==> src/mem_access_pkg.sv <==
// shared widths and enums for the load/store unit, compiled ahead of every rtl file
package mem_access_pkg;

   localparam int DATA_W = 32;  // one memory word
   localparam int CTRL_W = 3;   // size in bits 1:0, zero extend in bit 2

   // access size from code bits 1:0
   typedef enum logic [1:0] {
      size_byte = 2'd0,
      size_half = 2'd1,
      size_word = 2'd2
   } access_size_t;

   // splitter sequencer
   typedef enum logic [2:0] {
      st_idle      = 3'd0,
      st_issue     = 3'd1,  // strobe goes out once memory busy is low
      st_wait_ack  = 3'd2,
      st_wait_done = 3'd3,
      st_finish    = 3'd4
   } split_state_t;

   // memory controller
   typedef enum logic [1:0] {
      cs_clear   = 2'd0,    // zero sweep after reset
      cs_idle    = 2'd1,
      cs_access  = 2'd2,
      cs_refresh = 2'd3
   } ctrl_state_t;

endpackage

==> src/access_splitter.sv <==
// input side of the load/store unit, turns one core request into one or two word transfers
`timescale 1ns/100ps

module access_splitter #(
   parameter int ADDR_W = 4
) (
   input  logic                                  clk,
   input  logic                                  i_reset,
   input  logic                                  i_rd_en,
   input  logic                                  i_wr_en,
   input  logic [31:0]                           i_addr,
   input  logic [mem_access_pkg::DATA_W-1:0]     i_wdata,
   input  logic [mem_access_pkg::CTRL_W-1:0]     i_ctrl,
   input  logic                                  i_mem_busy,
   input  logic                                  i_init_done,
   output logic                                  o_busy,
   output logic                                  o_mem_rd,
   output logic                                  o_mem_wr,
   output logic [ADDR_W-1:0]                     o_mem_addr,
   output logic [mem_access_pkg::DATA_W-1:0]     o_mem_wdata,
   output logic [mem_access_pkg::DATA_W/8-1:0]   o_mem_mask,
   output logic                                  o_cap_lo,
   output logic                                  o_cap_hi,
   output logic [1:0]                            o_offset,
   output mem_access_pkg::access_size_t          o_size,
   output logic                                  o_unsigned
);
   import mem_access_pkg::*;

   localparam int NB = DATA_W / 8;  // byte lanes

   split_state_t        state;
   logic                r_is_rd;
   logic                r_two;       // access spills into the next word
   logic                r_beat;      // 0 first word, 1 second word
   logic [DATA_W-1:0]   r_wdata_hi;
   logic [NB-1:0]       r_mask_hi;

   logic                accept;
   logic                beat_done;
   logic                next_beat;
   logic [DATA_W-1:0]   wdata_ext;
   logic [NB-1:0]       size_mask;
   logic [2:0]          size_bytes;
   logic [3:0]          end_byte;
   logic [2*DATA_W-1:0] wdata_pair;
   logic [2*NB-1:0]     mask_pair;

   // clear unused upper data bits, pick lane mask and byte count
   always_comb begin
      case (access_size_t'(i_ctrl[1:0]))
         size_byte: begin
            wdata_ext  = {{(DATA_W-8){1'b0}}, i_wdata[7:0]};
            size_mask  = NB'(1);
            size_bytes = 3'd1;
         end
         size_half: begin
            wdata_ext  = {{(DATA_W-16){1'b0}}, i_wdata[15:0]};
            size_mask  = NB'(3);
            size_bytes = 3'd2;
         end
         default: begin
            wdata_ext  = i_wdata;
            size_mask  = '1;
            size_bytes = 3'd4;
         end
      endcase
   end

   // place data and mask across the two word pair, low half is beat one
   assign wdata_pair = {{DATA_W{1'b0}}, wdata_ext} << {i_addr[1:0], 3'b000};
   assign mask_pair  = {{NB{1'b0}}, size_mask} << i_addr[1:0];
   assign end_byte   = {2'b00, i_addr[1:0]} + {1'b0, size_bytes};

   assign accept    = (state == st_idle) && i_init_done && (i_rd_en || i_wr_en);
   assign beat_done = (state == st_wait_done) && !i_mem_busy;
   assign next_beat = beat_done && r_two && !r_beat;

   assign o_busy   = (state != st_idle) || !i_init_done;
   assign o_mem_rd = (state == st_issue) && !i_mem_busy && r_is_rd;
   assign o_mem_wr = (state == st_issue) && !i_mem_busy && !r_is_rd;
   assign o_cap_lo = beat_done && r_is_rd && !r_beat;
   assign o_cap_hi = beat_done && r_is_rd && r_beat;

   always_ff @(posedge clk) begin
      if (i_reset) begin
         state   <= st_idle;
         r_is_rd <= 1'b0;
         r_two   <= 1'b0;
         r_beat  <= 1'b0;
      end else begin
         case (state)
            st_idle: begin
               if (accept) begin
                  state   <= st_issue;
                  r_is_rd <= i_rd_en;          // read wins over write
                  r_two   <= (end_byte > 4'd4);
                  r_beat  <= 1'b0;
               end
            end
            st_issue: begin
               if (!i_mem_busy)
                  state <= st_wait_ack;
            end
            st_wait_ack: begin
               if (i_mem_busy)                 // controller took the strobe
                  state <= st_wait_done;
            end
            st_wait_done: begin
               if (next_beat) begin
                  state  <= st_issue;
                  r_beat <= 1'b1;
               end else if (beat_done) begin
                  state <= st_finish;
               end
            end
            st_finish: state <= st_idle;
            default:   state <= st_idle;
         endcase
      end
   end

   // request payload, loaded on accept and swapped for the second beat
   always_ff @(posedge clk) begin
      if (accept) begin
         o_mem_addr  <= i_addr[ADDR_W+1:2];
         o_mem_wdata <= wdata_pair[DATA_W-1:0];
         o_mem_mask  <= mask_pair[NB-1:0];
         r_wdata_hi  <= wdata_pair[2*DATA_W-1:DATA_W];
         r_mask_hi   <= mask_pair[2*NB-1:NB];
         o_offset    <= i_addr[1:0];
         o_size      <= access_size_t'(i_ctrl[1:0]);
         o_unsigned  <= i_ctrl[2];
      end else if (next_beat) begin
         o_mem_addr  <= o_mem_addr + 1'b1;    // wraps at memory depth
         o_mem_wdata <= r_wdata_hi;
         o_mem_mask  <= r_mask_hi;
      end
   end

endmodule

==> src/word_mem_ctrl.sv <==
// word memory with fixed access latency, refresh windows and a zero sweep after reset
`timescale 1ns/100ps

module word_mem_ctrl #(
   parameter int ADDR_W           = 4,
   parameter int ACCESS_CYCLES    = 3,
   parameter int REFRESH_INTERVAL = 40,
   parameter int REFRESH_CYCLES   = 5
) (
   input  logic                                clk,
   input  logic                                i_reset,
   input  logic                                i_rd,
   input  logic                                i_wr,
   input  logic [ADDR_W-1:0]                   i_addr,
   input  logic [mem_access_pkg::DATA_W-1:0]   i_wdata,
   input  logic [mem_access_pkg::DATA_W/8-1:0] i_mask,
   output logic                                o_busy,
   output logic [mem_access_pkg::DATA_W-1:0]   o_rdata,
   output logic                                o_init_done
);
   import mem_access_pkg::*;

   localparam int NB      = DATA_W / 8;
   localparam int DEPTH   = 2 ** ADDR_W;
   localparam int MAX_CYC = (ACCESS_CYCLES > REFRESH_CYCLES) ? ACCESS_CYCLES : REFRESH_CYCLES;
   localparam int CNT_W   = $clog2(MAX_CYC + 1);
   localparam int REF_W   = $clog2(REFRESH_INTERVAL + 1);

   logic [DATA_W-1:0] mem [DEPTH];
   ctrl_state_t       state;
   logic [ADDR_W-1:0] clr_addr;
   logic [CNT_W-1:0]  cyc_cnt;    // busy cycles left after this one
   logic [REF_W-1:0]  ref_cnt;
   logic              refresh_due;
   logic              start_access;
   logic              start_refresh;
   logic              done_access;

   logic [ADDR_W-1:0] r_addr;
   logic [DATA_W-1:0] r_wdata;
   logic [NB-1:0]     r_mask;
   logic              r_wr;

   assign refresh_due   = (ref_cnt == REF_W'(REFRESH_INTERVAL));
   assign start_access  = (state == cs_idle) && (i_rd || i_wr);
   assign start_refresh = (state == cs_idle) && !i_rd && !i_wr && refresh_due;  // strobe wins
   assign done_access   = (state == cs_access) && (cyc_cnt == '0);

   // interval counter, holds at the limit until a window can start
   always_ff @(posedge clk) begin
      if (i_reset)
         ref_cnt <= '0;
      else if (start_refresh)
         ref_cnt <= '0;
      else if (!refresh_due)
         ref_cnt <= ref_cnt + 1'b1;
   end

   always_ff @(posedge clk) begin
      if (i_reset) begin
         state       <= cs_clear;
         clr_addr    <= '0;
         cyc_cnt     <= '0;
         o_busy      <= 1'b1;
         o_init_done <= 1'b0;
      end else begin
         case (state)
            cs_clear: begin
               clr_addr <= clr_addr + 1'b1;
               if (clr_addr == '1) begin      // last word cleared
                  state       <= cs_idle;
                  o_busy      <= 1'b0;
                  o_init_done <= 1'b1;
               end
            end
            cs_idle: begin
               if (start_access) begin
                  state   <= cs_access;
                  o_busy  <= 1'b1;
                  cyc_cnt <= CNT_W'(ACCESS_CYCLES - 1);
               end else if (start_refresh) begin
                  state   <= cs_refresh;
                  o_busy  <= 1'b1;
                  cyc_cnt <= CNT_W'(REFRESH_CYCLES - 1);
               end
            end
            cs_access, cs_refresh: begin
               if (cyc_cnt == '0) begin
                  state  <= cs_idle;
                  o_busy <= 1'b0;
               end else begin
                  cyc_cnt <= cyc_cnt - 1'b1;
               end
            end
            default: state <= cs_idle;
         endcase
      end
   end

   // capture the request with its strobe
   always_ff @(posedge clk) begin
      if (start_access) begin
         r_addr  <= i_addr;
         r_wdata <= i_wdata;
         r_mask  <= i_mask;
         r_wr    <= i_wr;
      end
   end

   // array port, the access lands in the last busy cycle
   always_ff @(posedge clk) begin
      if (state == cs_clear) begin
         mem[clr_addr] <= '0;
      end else if (done_access && r_wr) begin
         for (int b = 0; b < NB; b++) begin
            if (r_mask[b])
               mem[r_addr][8*b +: 8] <= r_wdata[8*b +: 8];
         end
      end
      if (done_access && !r_wr)
         o_rdata <= mem[r_addr];             // held until the next read
   end

endmodule

==> src/load_aligner.sv <==
// output side of the load/store unit, realigns the captured words and extends the load value
`timescale 1ns/100ps

module load_aligner (
   input  logic                              clk,
   input  logic                              i_reset,
   input  logic                              i_cap_lo,
   input  logic                              i_cap_hi,
   input  logic [mem_access_pkg::DATA_W-1:0] i_mem_rdata,
   input  logic [1:0]                        i_offset,
   input  mem_access_pkg::access_size_t      i_size,
   input  logic                              i_unsigned,
   output logic [mem_access_pkg::DATA_W-1:0] o_rdata
);
   import mem_access_pkg::*;

   logic [DATA_W-1:0]   r_lo;
   logic [DATA_W-1:0]   r_hi;
   logic [1:0]          r_offset;
   access_size_t        r_size;
   logic                r_unsigned;
   logic [2*DATA_W-1:0] pair_shift;

   // load info is taken with the low word so o_rdata holds across writes
   always_ff @(posedge clk) begin
      if (i_reset) begin
         r_lo       <= '0;
         r_hi       <= '0;
         r_offset   <= 2'd0;
         r_size     <= size_word;
         r_unsigned <= 1'b0;
      end else begin
         if (i_cap_lo) begin
            r_lo       <= i_mem_rdata;
            r_offset   <= i_offset;
            r_size     <= i_size;
            r_unsigned <= i_unsigned;
         end
         if (i_cap_hi)
            r_hi <= i_mem_rdata;
      end
   end

   assign pair_shift = {r_hi, r_lo} >> {r_offset, 3'b000};

   always_comb begin
      case (r_size)
         size_byte: o_rdata = r_unsigned ? {{(DATA_W-8){1'b0}}, pair_shift[7:0]}
                                         : {{(DATA_W-8){pair_shift[7]}}, pair_shift[7:0]};
         size_half: o_rdata = r_unsigned ? {{(DATA_W-16){1'b0}}, pair_shift[15:0]}
                                         : {{(DATA_W-16){pair_shift[15]}}, pair_shift[15:0]};
         default:   o_rdata = pair_shift[DATA_W-1:0];
      endcase
   end

endmodule

==> src/unaligned_mem_top.sv <==
// top of the load/store unit, wires splitter, word memory controller and load aligner together
`timescale 1ns/100ps

module unaligned_mem_top #(
   parameter int ADDR_W           = 4,
   parameter int ACCESS_CYCLES    = 3,
   parameter int REFRESH_INTERVAL = 40,
   parameter int REFRESH_CYCLES   = 5
) (
   input  logic                              clk,
   input  logic                              i_reset,
   input  logic                              i_rd_en,
   input  logic                              i_wr_en,
   input  logic [31:0]                       i_addr,
   input  logic [mem_access_pkg::DATA_W-1:0] i_wdata,
   input  logic [mem_access_pkg::CTRL_W-1:0] i_ctrl,
   output logic [mem_access_pkg::DATA_W-1:0] o_rdata,
   output logic                              o_busy,
   output logic                              o_init_done
);
   import mem_access_pkg::*;

   logic                mem_rd;
   logic                mem_wr;
   logic                mem_busy;
   logic [ADDR_W-1:0]   mem_addr;
   logic [DATA_W-1:0]   mem_wdata;
   logic [DATA_W-1:0]   mem_rdata;
   logic [DATA_W/8-1:0] mem_mask;
   logic                cap_lo;
   logic                cap_hi;
   logic [1:0]          ld_offset;
   access_size_t        ld_size;
   logic                ld_unsigned;

   access_splitter #(
      .ADDR_W (ADDR_W)
   ) access_splitter_inst (
      .clk         (clk),
      .i_reset     (i_reset),
      .i_rd_en     (i_rd_en),
      .i_wr_en     (i_wr_en),
      .i_addr      (i_addr),
      .i_wdata     (i_wdata),
      .i_ctrl      (i_ctrl),
      .i_mem_busy  (mem_busy),
      .i_init_done (o_init_done),
      .o_busy      (o_busy),
      .o_mem_rd    (mem_rd),
      .o_mem_wr    (mem_wr),
      .o_mem_addr  (mem_addr),
      .o_mem_wdata (mem_wdata),
      .o_mem_mask  (mem_mask),
      .o_cap_lo    (cap_lo),
      .o_cap_hi    (cap_hi),
      .o_offset    (ld_offset),
      .o_size      (ld_size),
      .o_unsigned  (ld_unsigned)
   );

   word_mem_ctrl #(
      .ADDR_W           (ADDR_W),
      .ACCESS_CYCLES    (ACCESS_CYCLES),
      .REFRESH_INTERVAL (REFRESH_INTERVAL),
      .REFRESH_CYCLES   (REFRESH_CYCLES)
   ) word_mem_ctrl_inst (
      .clk         (clk),
      .i_reset     (i_reset),
      .i_rd        (mem_rd),
      .i_wr        (mem_wr),
      .i_addr      (mem_addr),
      .i_wdata     (mem_wdata),
      .i_mask      (mem_mask),
      .o_busy      (mem_busy),
      .o_rdata     (mem_rdata),
      .o_init_done (o_init_done)
   );

   load_aligner load_aligner_inst (
      .clk         (clk),
      .i_reset     (i_reset),
      .i_cap_lo    (cap_lo),
      .i_cap_hi    (cap_hi),
      .i_mem_rdata (mem_rdata),
      .i_offset    (ld_offset),
      .i_size      (ld_size),
      .i_unsigned  (ld_unsigned),
      .o_rdata     (o_rdata)
   );

endmodule

==> config.mk <==
export PLATFORM = sky130hd
export DESIGN_NAME = unaligned_mem_top
export DESIGN_NICKNAME = d
export VERILOG_FILES = /design/src/mem_access_pkg.sv /design/src/access_splitter.sv /design/src/word_mem_ctrl.sv /design/src/load_aligner.sv /design/src/unaligned_mem_top.sv
export SDC_FILE = /design/constraint.sdc
export NUM_CORES = 1
export LEC_CHECK = 0
export BUFFER_PORTS_ARGS = -buffer_cell sky130_fd_sc_hd__buf_2
export CAP_MARGIN = 20
export CORE_MARGIN = 2
export CORE_UTILIZATION = 40
export CTS_CLUSTER_DIAMETER = 60
export DETAILED_ROUTE_END_ITERATION = 10
export SLEW_MARGIN = 40
export SYNTH_ARGS = -nofsm -noshare
export SYNTH_HDL_FRONTEND = slang
export SYNTH_SLANG_ARGS = --single-unit
==> constraint.sdc <==
create_clock -name clk -period 3.1 [get_ports clk]
set_input_delay 0.31 -clock clk [delete_from_list [all_inputs] [get_ports clk]]
set_output_delay 0.31 -clock clk [all_outputs]
set_load 0.005 [all_outputs]
Word level (Yosys, flattened, before mapping):

Memories as Yosys holds them, arrays and structs flattened. A register that Yosys moved wholly into a read port is not among the register bits.
Index checks and enable logic that the tools add are counted.

* register bits after elaboration: 214
* RAM bits: 512
* logic and storage cells: 158
* memories kept: 1

Memories
* word_mem_ctrl_inst.mem: words 16, bits a word 32, read ports 1, clocked after memory_dff 1, wr ports 1, line word_mem_ctrl.sv:29 `logic [DATA_W-1:0] mem [DEPTH];`

* shift operators: 3
* order comparisons: 1
* multiplexer cells: 56
* reduce and logical (&&, ||, !) cells: 46
* eq/ne operators: 19
* add/sub/neg operators: 5

Operators with widths (number)
* 2-to-1 mux 32 bit: 5
* case mux 32 bit (2 select lines): 2
* << shifter 32 x 5 -> 64 bit: 1
* >> shifter 64 x 5 -> 32 bit: 1
* OR reduction 32 bit: 1
* 2-to-1 mux 1 bit: 24
* 2-to-1 mux 3 bit: 8
* 2-to-1 mux 4 bit: 6
* logical AND 1 bit: 18
* case mux 3 bit (2 select lines): 2
* case mux 3 bit (4 select lines): 1
* inequality test 2 x 1 -> 1 bit, second input constant: 5
* AND reduction 3 bit: 3
* adder 4 x 1 -> 4 bit, second input constant: 2
* 2-to-1 mux 2 bit: 4
* case mux 4 bit (2 select lines): 1
* << shifter 4 x 2 -> 8 bit: 1
* logical NOT 1 bit: 7
* adder 6 x 1 -> 6 bit, second input constant: 1
* == test 2 x 1 -> 1 bit, second input constant: 3
* == test 3 x 2 -> 1 bit, second input constant: 2
* == test 6 bit, second input constant: 1
* logical NOT 2 bit: 3
* logical NOT 3 bit: 2
* other kinds (17): 26

Depth between registers and ports, before layout:

Gate-level depths: netlist (run 1).

* word-level depth: 10
* mapped depth: 10
* gate-level depth less buffers: 9

By module:

Synthesis (run 1) repeated with hierarchy kept, for this count alone.

* cells, all modules: 1760
* area, all modules: 30067.6 µm²

By module, submodules not included
* word_mem_ctrl: area an instance 23013.3 µm², instances 1, cells each 1109, seq. area each 17907.2 µm²
* access_splitter: area an instance 3865.0 µm², instances 1, cells each 325, seq. area each 2282.2 µm²
* load_aligner: area an instance 3189.3 µm², instances 1, cells each 326, seq. area each 1221.2 µm²

Worst setup path after synthesis (run 1):

No wires, ideal clock.

* kind: flip-flop to flip-flop
* from: reg word_mem_ctrl_inst.o_busy
* to: reg word_mem_ctrl_inst.cyc_cnt[1]
* stages on the path, launching flop included: 5
* required time: 2999 ps
* arrival: 3067 ps
* path slack: -68 ps
* path buffers: 0
* path through: dfxtp_1 or4b_1 nor2_1 o221ai_1 o41ai_1

RTL lines
* start: declaration: line word_mem_ctrl.sv:17 `output logic o_busy,`
* start signal: assignment: line word_mem_ctrl.sv:64 `o_busy <= 1'b1;`
* start signal: assignment: line word_mem_ctrl.sv:72 `o_busy <= 1'b0;`
* start signal: assignment: line word_mem_ctrl.sv:79 `o_busy <= 1'b1;`
* logical NOT 1 bit *: line access_splitter.sv:80, access_splitter.sv:81
* logical AND 1 bit *: line access_splitter.sv:80, access_splitter.sv:81
* logical AND 1 bit, on equally long branches: line access_splitter.sv:80, access_splitter.sv:81
* logical OR 1 bit *: line word_mem_ctrl.sv:45 `assign start_access = (state == cs_idle) && (i_rd || i_wr);`
* logical AND 1 bit *: line word_mem_ctrl.sv:45
* named net word_mem_ctrl_inst.start_access: line word_mem_ctrl.sv:35 `logic start_access;`
* inequality test 3 x 1 -> 1 bit (no line) / 2-to-1 mux 3 bit (equally long branches)
* AND reduction 3 bit (no line) / case mux 3 bit (2 select lines) (equally long branches)
* end signal: assignment: line word_mem_ctrl.sv:80 `cyc_cnt <= CNT_W'(ACCESS_CYCLES - 1);`
* end signal: assignment: line word_mem_ctrl.sv:84 `cyc_cnt <= CNT_W'(REFRESH_CYCLES - 1);`
* end signal: assignment: line word_mem_ctrl.sv:92 `cyc_cnt <= cyc_cnt - 1'b1;`
* end: declaration: line word_mem_ctrl.sv:32 `logic [CNT_W-1:0] cyc_cnt;`

The timed path passes the listed nets; every way through them passes the cells marked *.
A chain may end at the register's enable or synchronous reset.

Worst setup path after layout (run 1):

* from: reg load_aligner_inst.r_offset[0]
* to: out o_rdata[31] (netlist bit)

* cells in the longest elaborated chain, start to end: 3

Ends and longest elaborated chain
* start: declaration: line load_aligner.sv:19 `logic [1:0] r_offset;`
* start signal: assignment: line load_aligner.sv:35 `r_offset <= i_offset;`
* >> shifter 64 x 5 -> 32 bit *: line load_aligner.sv:44 `assign pair_shift = {r_hi, r_lo} >> {r_offset, 3'b000};`
* 2-to-1 mux 32 bit, on equally long branches: line load_aligner.sv:50, load_aligner.sv:48
* case mux 32 bit (2 select lines) *: line load_aligner.sv:47 `case (r_size)`
* end: declaration: line unaligned_mem_top.sv:17 `output logic [mem_access_pkg::DATA_W-1:0] o_rdata,`

Mark *: on every way between the ends. The rest lies on a longest branch, timed or not.

==> results of run 1 <==
layout make-up:
type                       count  area, um^2  share of cell area (%)
timing repair buffer         159        1131                   3.315
tap                          959        1200                   3.517
multi-input combinational    960        7903                   23.16
clock buffer                  92        1981                   5.806
clock inverter                45       429.2                   1.258
inverter                      16       60.06                  0.1760
sequential                   741       21410                   62.76
through the flow:
| stage | setup WS, ns | cell area [um^2] | cells | hold slack, ns | total power [mW] |
|---|---|---|---|---|---|
| floorplan | 0.2752 | 29750 | 1832 | 0.4003 | 11.71 |
| global placement | 0.3908 | 31510 | 2822 | 0.4041 | 11.97 |
| detailed placement | 0.3159 | 31530 | 2822 | 0.4045 | 12.01 |
| CTS | 0.1374 | 34070 | 2972 | 0.0004834 | 20.87 |
| global route | 0.003779 | 34120 | 2972 | 0.02848 | 21.33 |
| finish | 0.1808 | 34120 | 2972 | 0.03939 | 20.71 |
how the worst max path moves through the flow:
stage / cells after the start / slack (ns) / start / endpoint
after global placement: 6 / 0.39 / word_mem_ctrl_inst.cyc_cnt[0]$_SDFFE_PP0P_ / word_mem_ctrl_inst.mem[4][17]$_DFFE_PP_
after global routing: 5 / 0.004 / load_aligner_inst.r_offset[0]$_SDFFE_PP0P_ / o_rdata[31]
after detailed placement: 6 / 0.32 / word_mem_ctrl_inst.cyc_cnt[1]$_SDFFE_PP0P_ / word_mem_ctrl_inst.mem[2][17]$_DFFE_PP_
after CTS: 5 / 0.14 / load_aligner_inst.r_offset[0]$_SDFFE_PP0P_ / o_rdata[31]
final: 5 / 0.18 / load_aligner_inst.r_offset[0]$_SDFFE_PP0P_ / o_rdata[31]
after floorplan: 5 / 0.28 / word_mem_ctrl_inst.cyc_cnt[0]$_SDFFE_PP0P_ / word_mem_ctrl_inst.o_rdata[0]$_DFFE_PP_
Yosys cell counts (all sizes together), types with 30 or more instances:
cell / number
edfxtp: 657
nand2: 225
nor2: 137
mux4: 130
dfxtp: 84
a21oi: 83
clkbuf: 77
a22oi: 64
and2: 43
o21ai: 42
buf: 38
mux2i: 30
state kept, by name, indices dropped and copies added (netlist names), 3 cells and up:
name                              cells
access_splitter_inst.o_mem_wdata     32
word_mem_ctrl_inst.o_rdata           32
access_splitter_inst.o_mem_addr       4
word_mem_ctrl_inst.r_mask             4
load_aligner_inst.r_hi               24
load_aligner_inst.r_lo               32
word_mem_ctrl_inst.cyc_cnt            3
word_mem_ctrl_inst.ref_cnt            6
access_splitter_inst.state            3
word_mem_ctrl_inst.mem              512
access_splitter_inst.r_wdata_hi      24
access_splitter_inst.o_mem_mask       4
word_mem_ctrl_inst.r_addr             4
access_splitter_inst.r_mask_hi        3
word_mem_ctrl_inst.clr_addr           4
word_mem_ctrl_inst.r_wdata           32
layer usage:
layer	vias to the layer above	wire length (um)	share of wire [%]	GRT usage, %
li1	7337	-	-	-
met1	8438	29550	44	24.58
met2	461	32220	48	28.13
met3	91	3800	5.7	3.189
met4	0	1531	2.3	5.226
met5	-	0	0	0
cell families after synthesis:
logic type | Yosys count
DFF | 741
and+or+nand+nor | 486
AOI/OAI and AO/OA | 268
muxes | 186
buffers and inverters | 131
xor gates and xnor gates | 11
adders and majority gates | 9
repair_timing:
item	in CTS	in global routing
buffers inserted	0	0
resized for setup	0	0
hold buffers	13	0
endpoints found under the hold margin	19	0
report_power, final:
part / total [mW] / internal [mW] / switching (mW)
registers: 11.1 / 11.0 / 0.0717
logic: 0.732 / 0.243 / 0.489
clock network: 8.88 / 5.15 / 3.73
==> parameters.txt, run 1 <==
Parameter                              Value

Status
  Status ... finished clean

Drt
  First-iteration detailed-routing DRC count ... 1,585
  Overall routed net length ... 67.10 mm
  Total via count after detailed routing ... 16,330
  Wire length per cell ... 22.58 um
  First-pass iteration count of the detailed router ... 5
  Number of DRC violations after detailed routing ... 0
  Routed via count divided by cell count ... 5.494
  Remaining antenna violation count after routing ... 0

Die
  Die Area ... 76,570 um^2
  Area of the core region ... 73,330 um^2
  Starting density of the core ... 40.57%
  Number of placement rows ... 99
  Die boundary height ... 276.7 um
  Top-level port count ... 105
  Chip width ... 276.7 um

Logic synthesis
  Flip-flop and latch count after synthesis ... 741
  Cell type contributing the most total cell area after synthesis ... edfxtp_1
  Synthesized net count ... 1,912
  Number of synthesized flops with an enable pin ... 657
  Number of instances in the synthesized netlist ... 1,832
  Post-synthesis mux area share ... 12.07%
  Fraction of registers with async set/reset ... 0%
  Main synth FF type ... edfxtp_1
  Adder-cell area share of the yosys netlist ... 0.4038%
  Leading cell types by total area after synthesis ... edfxtp_1, mux4_2, dfxtp_1
  Largest family of logic cells by synthesized area ... multiplexers
  Compound-cell area share of the yosys netlist ... 6.031%
  Part of the Yosys area used for sequential elements ... 71.97%
  Synthesized-area fraction occupied by and/or/nand/nor cells ... 7.356%
  Area share of the largest cell type after synthesis ... 66.32%
  Number of synthesis warnings ... 0
  Count of cell types in the netlist ... 65
  Share of the synthesized netlist area taken by xor and xnor gates ... 0.3239%
  Syn Std Cell Area ... 29,750 um^2
  Mean cell area of the mapped netlist ... 16.24 um^2

Layout
  Growth of design area from synthesis to finish ... 14.68%
  Most frequent standard cell in the layout excluding fill and tap cells ... edfxtp_1
  Total Nets Final ... 2,033
  Fraction of final layout cells sized beyond drive strength 1 ... 23.60%
  Most frequent cells in the layout ... edfxtp_1, nand2_1, mux4_2, nor2_1, a21oi_1
  Utilization after layout ... 46.52%
  ANT cells ... 0
  Filler cell count in the final layout ... 6,283

Job
  Maximum Capacitance Violations ... 0

Power
  Standby leakage power ... 12.08 nW
  Power density of the placed cells ... 607.0 nW/um^2
  Worst supply voltage drop on vdd ... 509.2 uV

Timing
  Number of hold-slack violations in the final timing report ... 0
  Tightest Pin Transition ... 0.8241 ns
  Count of endpoints failing setup in the final report ... 0
  Shortest period the worst path allows ... 2.919 ns
  Top achievable clock speed ... 342.6 MHz
  Setup repair after global routing missed its margin ... false
  Max Clock Skew ... 0.01659 ns
  Worst slew slack as a fraction of its limit ... 44.85%
  TNS Setup ... 0 ns
  Share of the cycle needed by the critical path after routing ... 94.17%
  Count of final max-slew check failures ... 0

Clock network
  TritonCTS clock tree ... built
  Root Buffer ... clkbuf_16
  Clk Latency, worst-skew pair ... 0.62 ns
  TritonCTS sink count ... 741
  Clk buf depth ... 3
  Clock-pin slew on the worst setup and hold paths ... 0.06 ns
  Number of buffers added by the clock tree synthesis step ... 75
  H-tree lvl count ... 3

Worst setup path
  Crit-path slowest cell ... and2_1
  Largest driver fanout on the critical path ... 16
  Startpoint of the lowest-slack register-to-register path ... word_mem_ctrl_inst.cyc_cnt[0]$_SDFFE_PP0P_
  Worst setup path class ... register to output pin
  Setup slack of the worst register-to-register path ... 0.31 ns
  WP data arrival ... 2.61 ns
  Largest stage delay on the critical path ... 0.53 ns
  Endpoint of the worst-slack reg-to-reg timing path ... word_mem_ctrl_inst.mem[1][17]$_DFFE_PP_
  Length in cells of the worst reg-to-reg path ... 6
  Worst path top cell family by delay ... simple AND/OR/NAND/NOR gates
  Startpoint kind of the worst setup timing path ... register
  Critical path endpoint category ... output pin
  Required arrival time at the worst endpoint ... 2.79 ns
  Cell chain of the critical path ... mux4_2 > nand3b_1 > and2_1 > nand2_1 > buf_2
  CP bufs+invs ... 1

Placement
  Gp weighted congestion ... 0.7937
  Number of buffers inserted by port buffering ... 78
  HPWL Detailed ... 44.38 mm

Worst hold path
  Worst min-delay path endpoint ... access_splitter_inst.o_mem_wdata[3]$_DFFE_PP_
  Hold Path Class ... primary input to register
  Hold wc startpoint ... i_wdata[3]
  Worst hold path depth ... 2

Global route
  Pin count of the biggest net entering global routing ... 72
  Global-route wire length before repair ... 101.9 mm
  Total global-route track usage ... 17.56%
  Number of antenna violations at the first check in global routing ... 1
  Via count of the first global-routing pass ... 16,490
  Overflow after GRT ... 0
Note: power is estimated with default switching activity, not from simulation.
==> run 2, diff against run 1 <==
- CTS_BUF_LIST: not set -> sky130_fd_sc_hd__clkbuf_4 sky130_fd_sc_hd__clkbuf_8
==> parameters.txt, run 2 (synthesis results as in run 1) <==
Parameter                              Value

Status
  Status ... finished clean

Job
  Maximum Capacitance Violations ... 0

Layout
  Most frequent standard cell in the layout excluding fill and tap cells ... edfxtp_1
  Max reg flops ... 512
  Growth of design area from synthesis to finish ... 15.10%
  Total Nets Final ... 2,090
  Filler cell count in the final layout ... 6,325
  Most frequent cells in the layout ... edfxtp_1, nand2_1, mux4_2, clkbuf_8, nor2_1
  Top reg by flops ... word_mem_ctrl_inst.mem
  Fraction of final layout cells sized beyond drive strength 1 ... 26.37%

Drt
  Routed via count divided by cell count ... 5.388
  Wire length per cell ... 22.01 um
  Remaining antenna violation count after routing ... 0
  First-pass iteration count of the detailed router ... 5
  Number of DRC violations after detailed routing ... 0
  Overall routed net length ... 67.51 mm
  First-iteration detailed-routing DRC count ... 1,452
  Total via count after detailed routing ... 16,530

Clock network
  Clk Latency, worst-skew pair ... 0.72 ns
  TritonCTS clock tree ... built
  Root Buffer ... clkbuf_8
  Number of buffers added by the clock tree synthesis step ... 115
  TritonCTS sink count ... 741
  H-tree lvl count ... 3
  Clock-pin slew on the worst setup and hold paths ... 0.06 ns
  Clk buf depth ... 3

Timing
  Count of final max-slew check failures ... 0
  Number of hold-slack violations in the final timing report ... 0
  Tightest Pin Transition ... 0.8427 ns
  TNS Setup ... 0 ns
  Worst slew slack as a fraction of its limit ... 43.61%
  Share of the cycle needed by the critical path after routing ... 92.21%
  Top achievable clock speed ... 349.8 MHz
  Shortest period the worst path allows ... 2.859 ns
  Max Clock Skew ... 0.04712 ns
  Worst Setup Slack, final ... 0.2413 ns
  Count of endpoints failing setup in the final report ... 0
  Setup repair after global routing missed its margin ... false

Global route
  Global-route wire length before repair ... 103.3 mm
  Number of antenna violations at the first check in global routing ... 4
  Pin count of the biggest net entering global routing ... 72
  Total global-route track usage ... 17.69%
  Via count of the first global-routing pass ... 16,930
  Overflow after GRT ... 0

Worst hold path
  Hold Path Class ... primary input to register

Power
  Worst supply voltage drop on vdd ... 349.4 uV
  Standby leakage power ... 12.21 nW
  Power density of the placed cells ... 587.3 nW/um^2

Die
  Chip width ... 276.7 um
  Die boundary height ... 276.7 um
  Die Area ... 76,570 um^2
  Top-level port count ... 105
  Number of placement rows ... 99
  Starting density of the core ... 40.57%
  Area of the core region ... 73,330 um^2

Worst setup path
  WP data arrival ... 2.55 ns
  Critical path endpoint category ... output pin
  Required arrival time at the worst endpoint ... 2.79 ns
  Worst setup path class ... register to output pin
  Largest driver fanout on the critical path ... 16
  Startpoint kind of the worst setup timing path ... register

Placement
  Gp weighted congestion ... 0.7937
  HPWL Detailed ... 44.38 mm
  Setup slack at placement ... 0.3159 ns
  Number of buffers inserted by port buffering ... 78
## run 2: cell type report
class                      count  area [um^2]  share of cell area, %
antenna                        3        7.507                0.02192
clock buffer                 162         1979                  5.781
clock inverter                50        379.1                  1.107
inverter                      16        60.06                 0.1754
multi-input combinational    960         7901                  23.08
sequential                   741        21410                  62.54
tap                          959         1200                  3.504
timing repair buffer         176         1301                  3.800
## run 2: stage by stage
step	power, mW	util [%]	hold WS (ns)	area (um^2)	cells
2_1_floorplan	11.71	-	0.4003	29750	1832
5_1_grt	20.81	46.69	0.02926	34240	3066
6_report	20.11	46.70	0.06676	34240	3067
3_3_place_gp	11.97	42.97	0.4041	31510	2822
4_1_cts	20.29	46.62	0.003910	34190	3064
3_5_place_dp	12.01	42.99	0.4045	31530	2822
## run 2: worst paths after layout
kind | from | endpoint | slack (ns) | depth (start not counted)
worst max-delay path | load_aligner_inst.r_offset[0]$_SDFFE_PP0P_ | o_rdata[31] | 0.24 | 5
worst min-delay path | i_wdata[16] | access_splitter_inst.r_wdata_hi[0]$_DFFE_PP_ | 0.07 | 3
worst max register to register | word_mem_ctrl_inst.cyc_cnt[1]$_SDFFE_PP0P_ | word_mem_ctrl_inst.mem[1][1]$_DFFE_PP_ | 0.28 | 6
worst min register to register | access_splitter_inst.o_mem_wdata[23]$_DFFE_PP_ | word_mem_ctrl_inst.r_wdata[23]$_DFFE_PP_ | 0.41 | 0
## run 2: power by group
group	switching, mW	internal (mW)
clock	3.72	4.54
sequential	0.0717	11.0
combinational	0.491	0.255
total	4.28	15.8
## run 2: repair_timing
action,in CTS,in global routing
hold buffers,30,0
setup endpoints to repair,1,0
resized for setup,1,0
setup buffers,0,0
hold endpoints to repair,49,0
## run 2: metal layers
metal | wire length [um] | global-route usage, % | vias to the layer above | part of all wire (%)
li1 | - | - | 7470 | -
met1 | 29690 | 24.52 | 8479 | 44
met2 | 32700 | 28.34 | 487 | 48
met3 | 3527 | 3.324 | 90 | 5.2
met4 | 1601 | 5.700 | 0 | 2.4
met5 | 0 | 0 | - | 0
## run 2: worst max-delay path: stages, from the launching register on
cell and delay [ns]:
dfxtp_2 0.36, mux4_2 0.52, nand3b_1 0.29, and2_2 0.39, nand2_1 0.11, buf_2 0.15
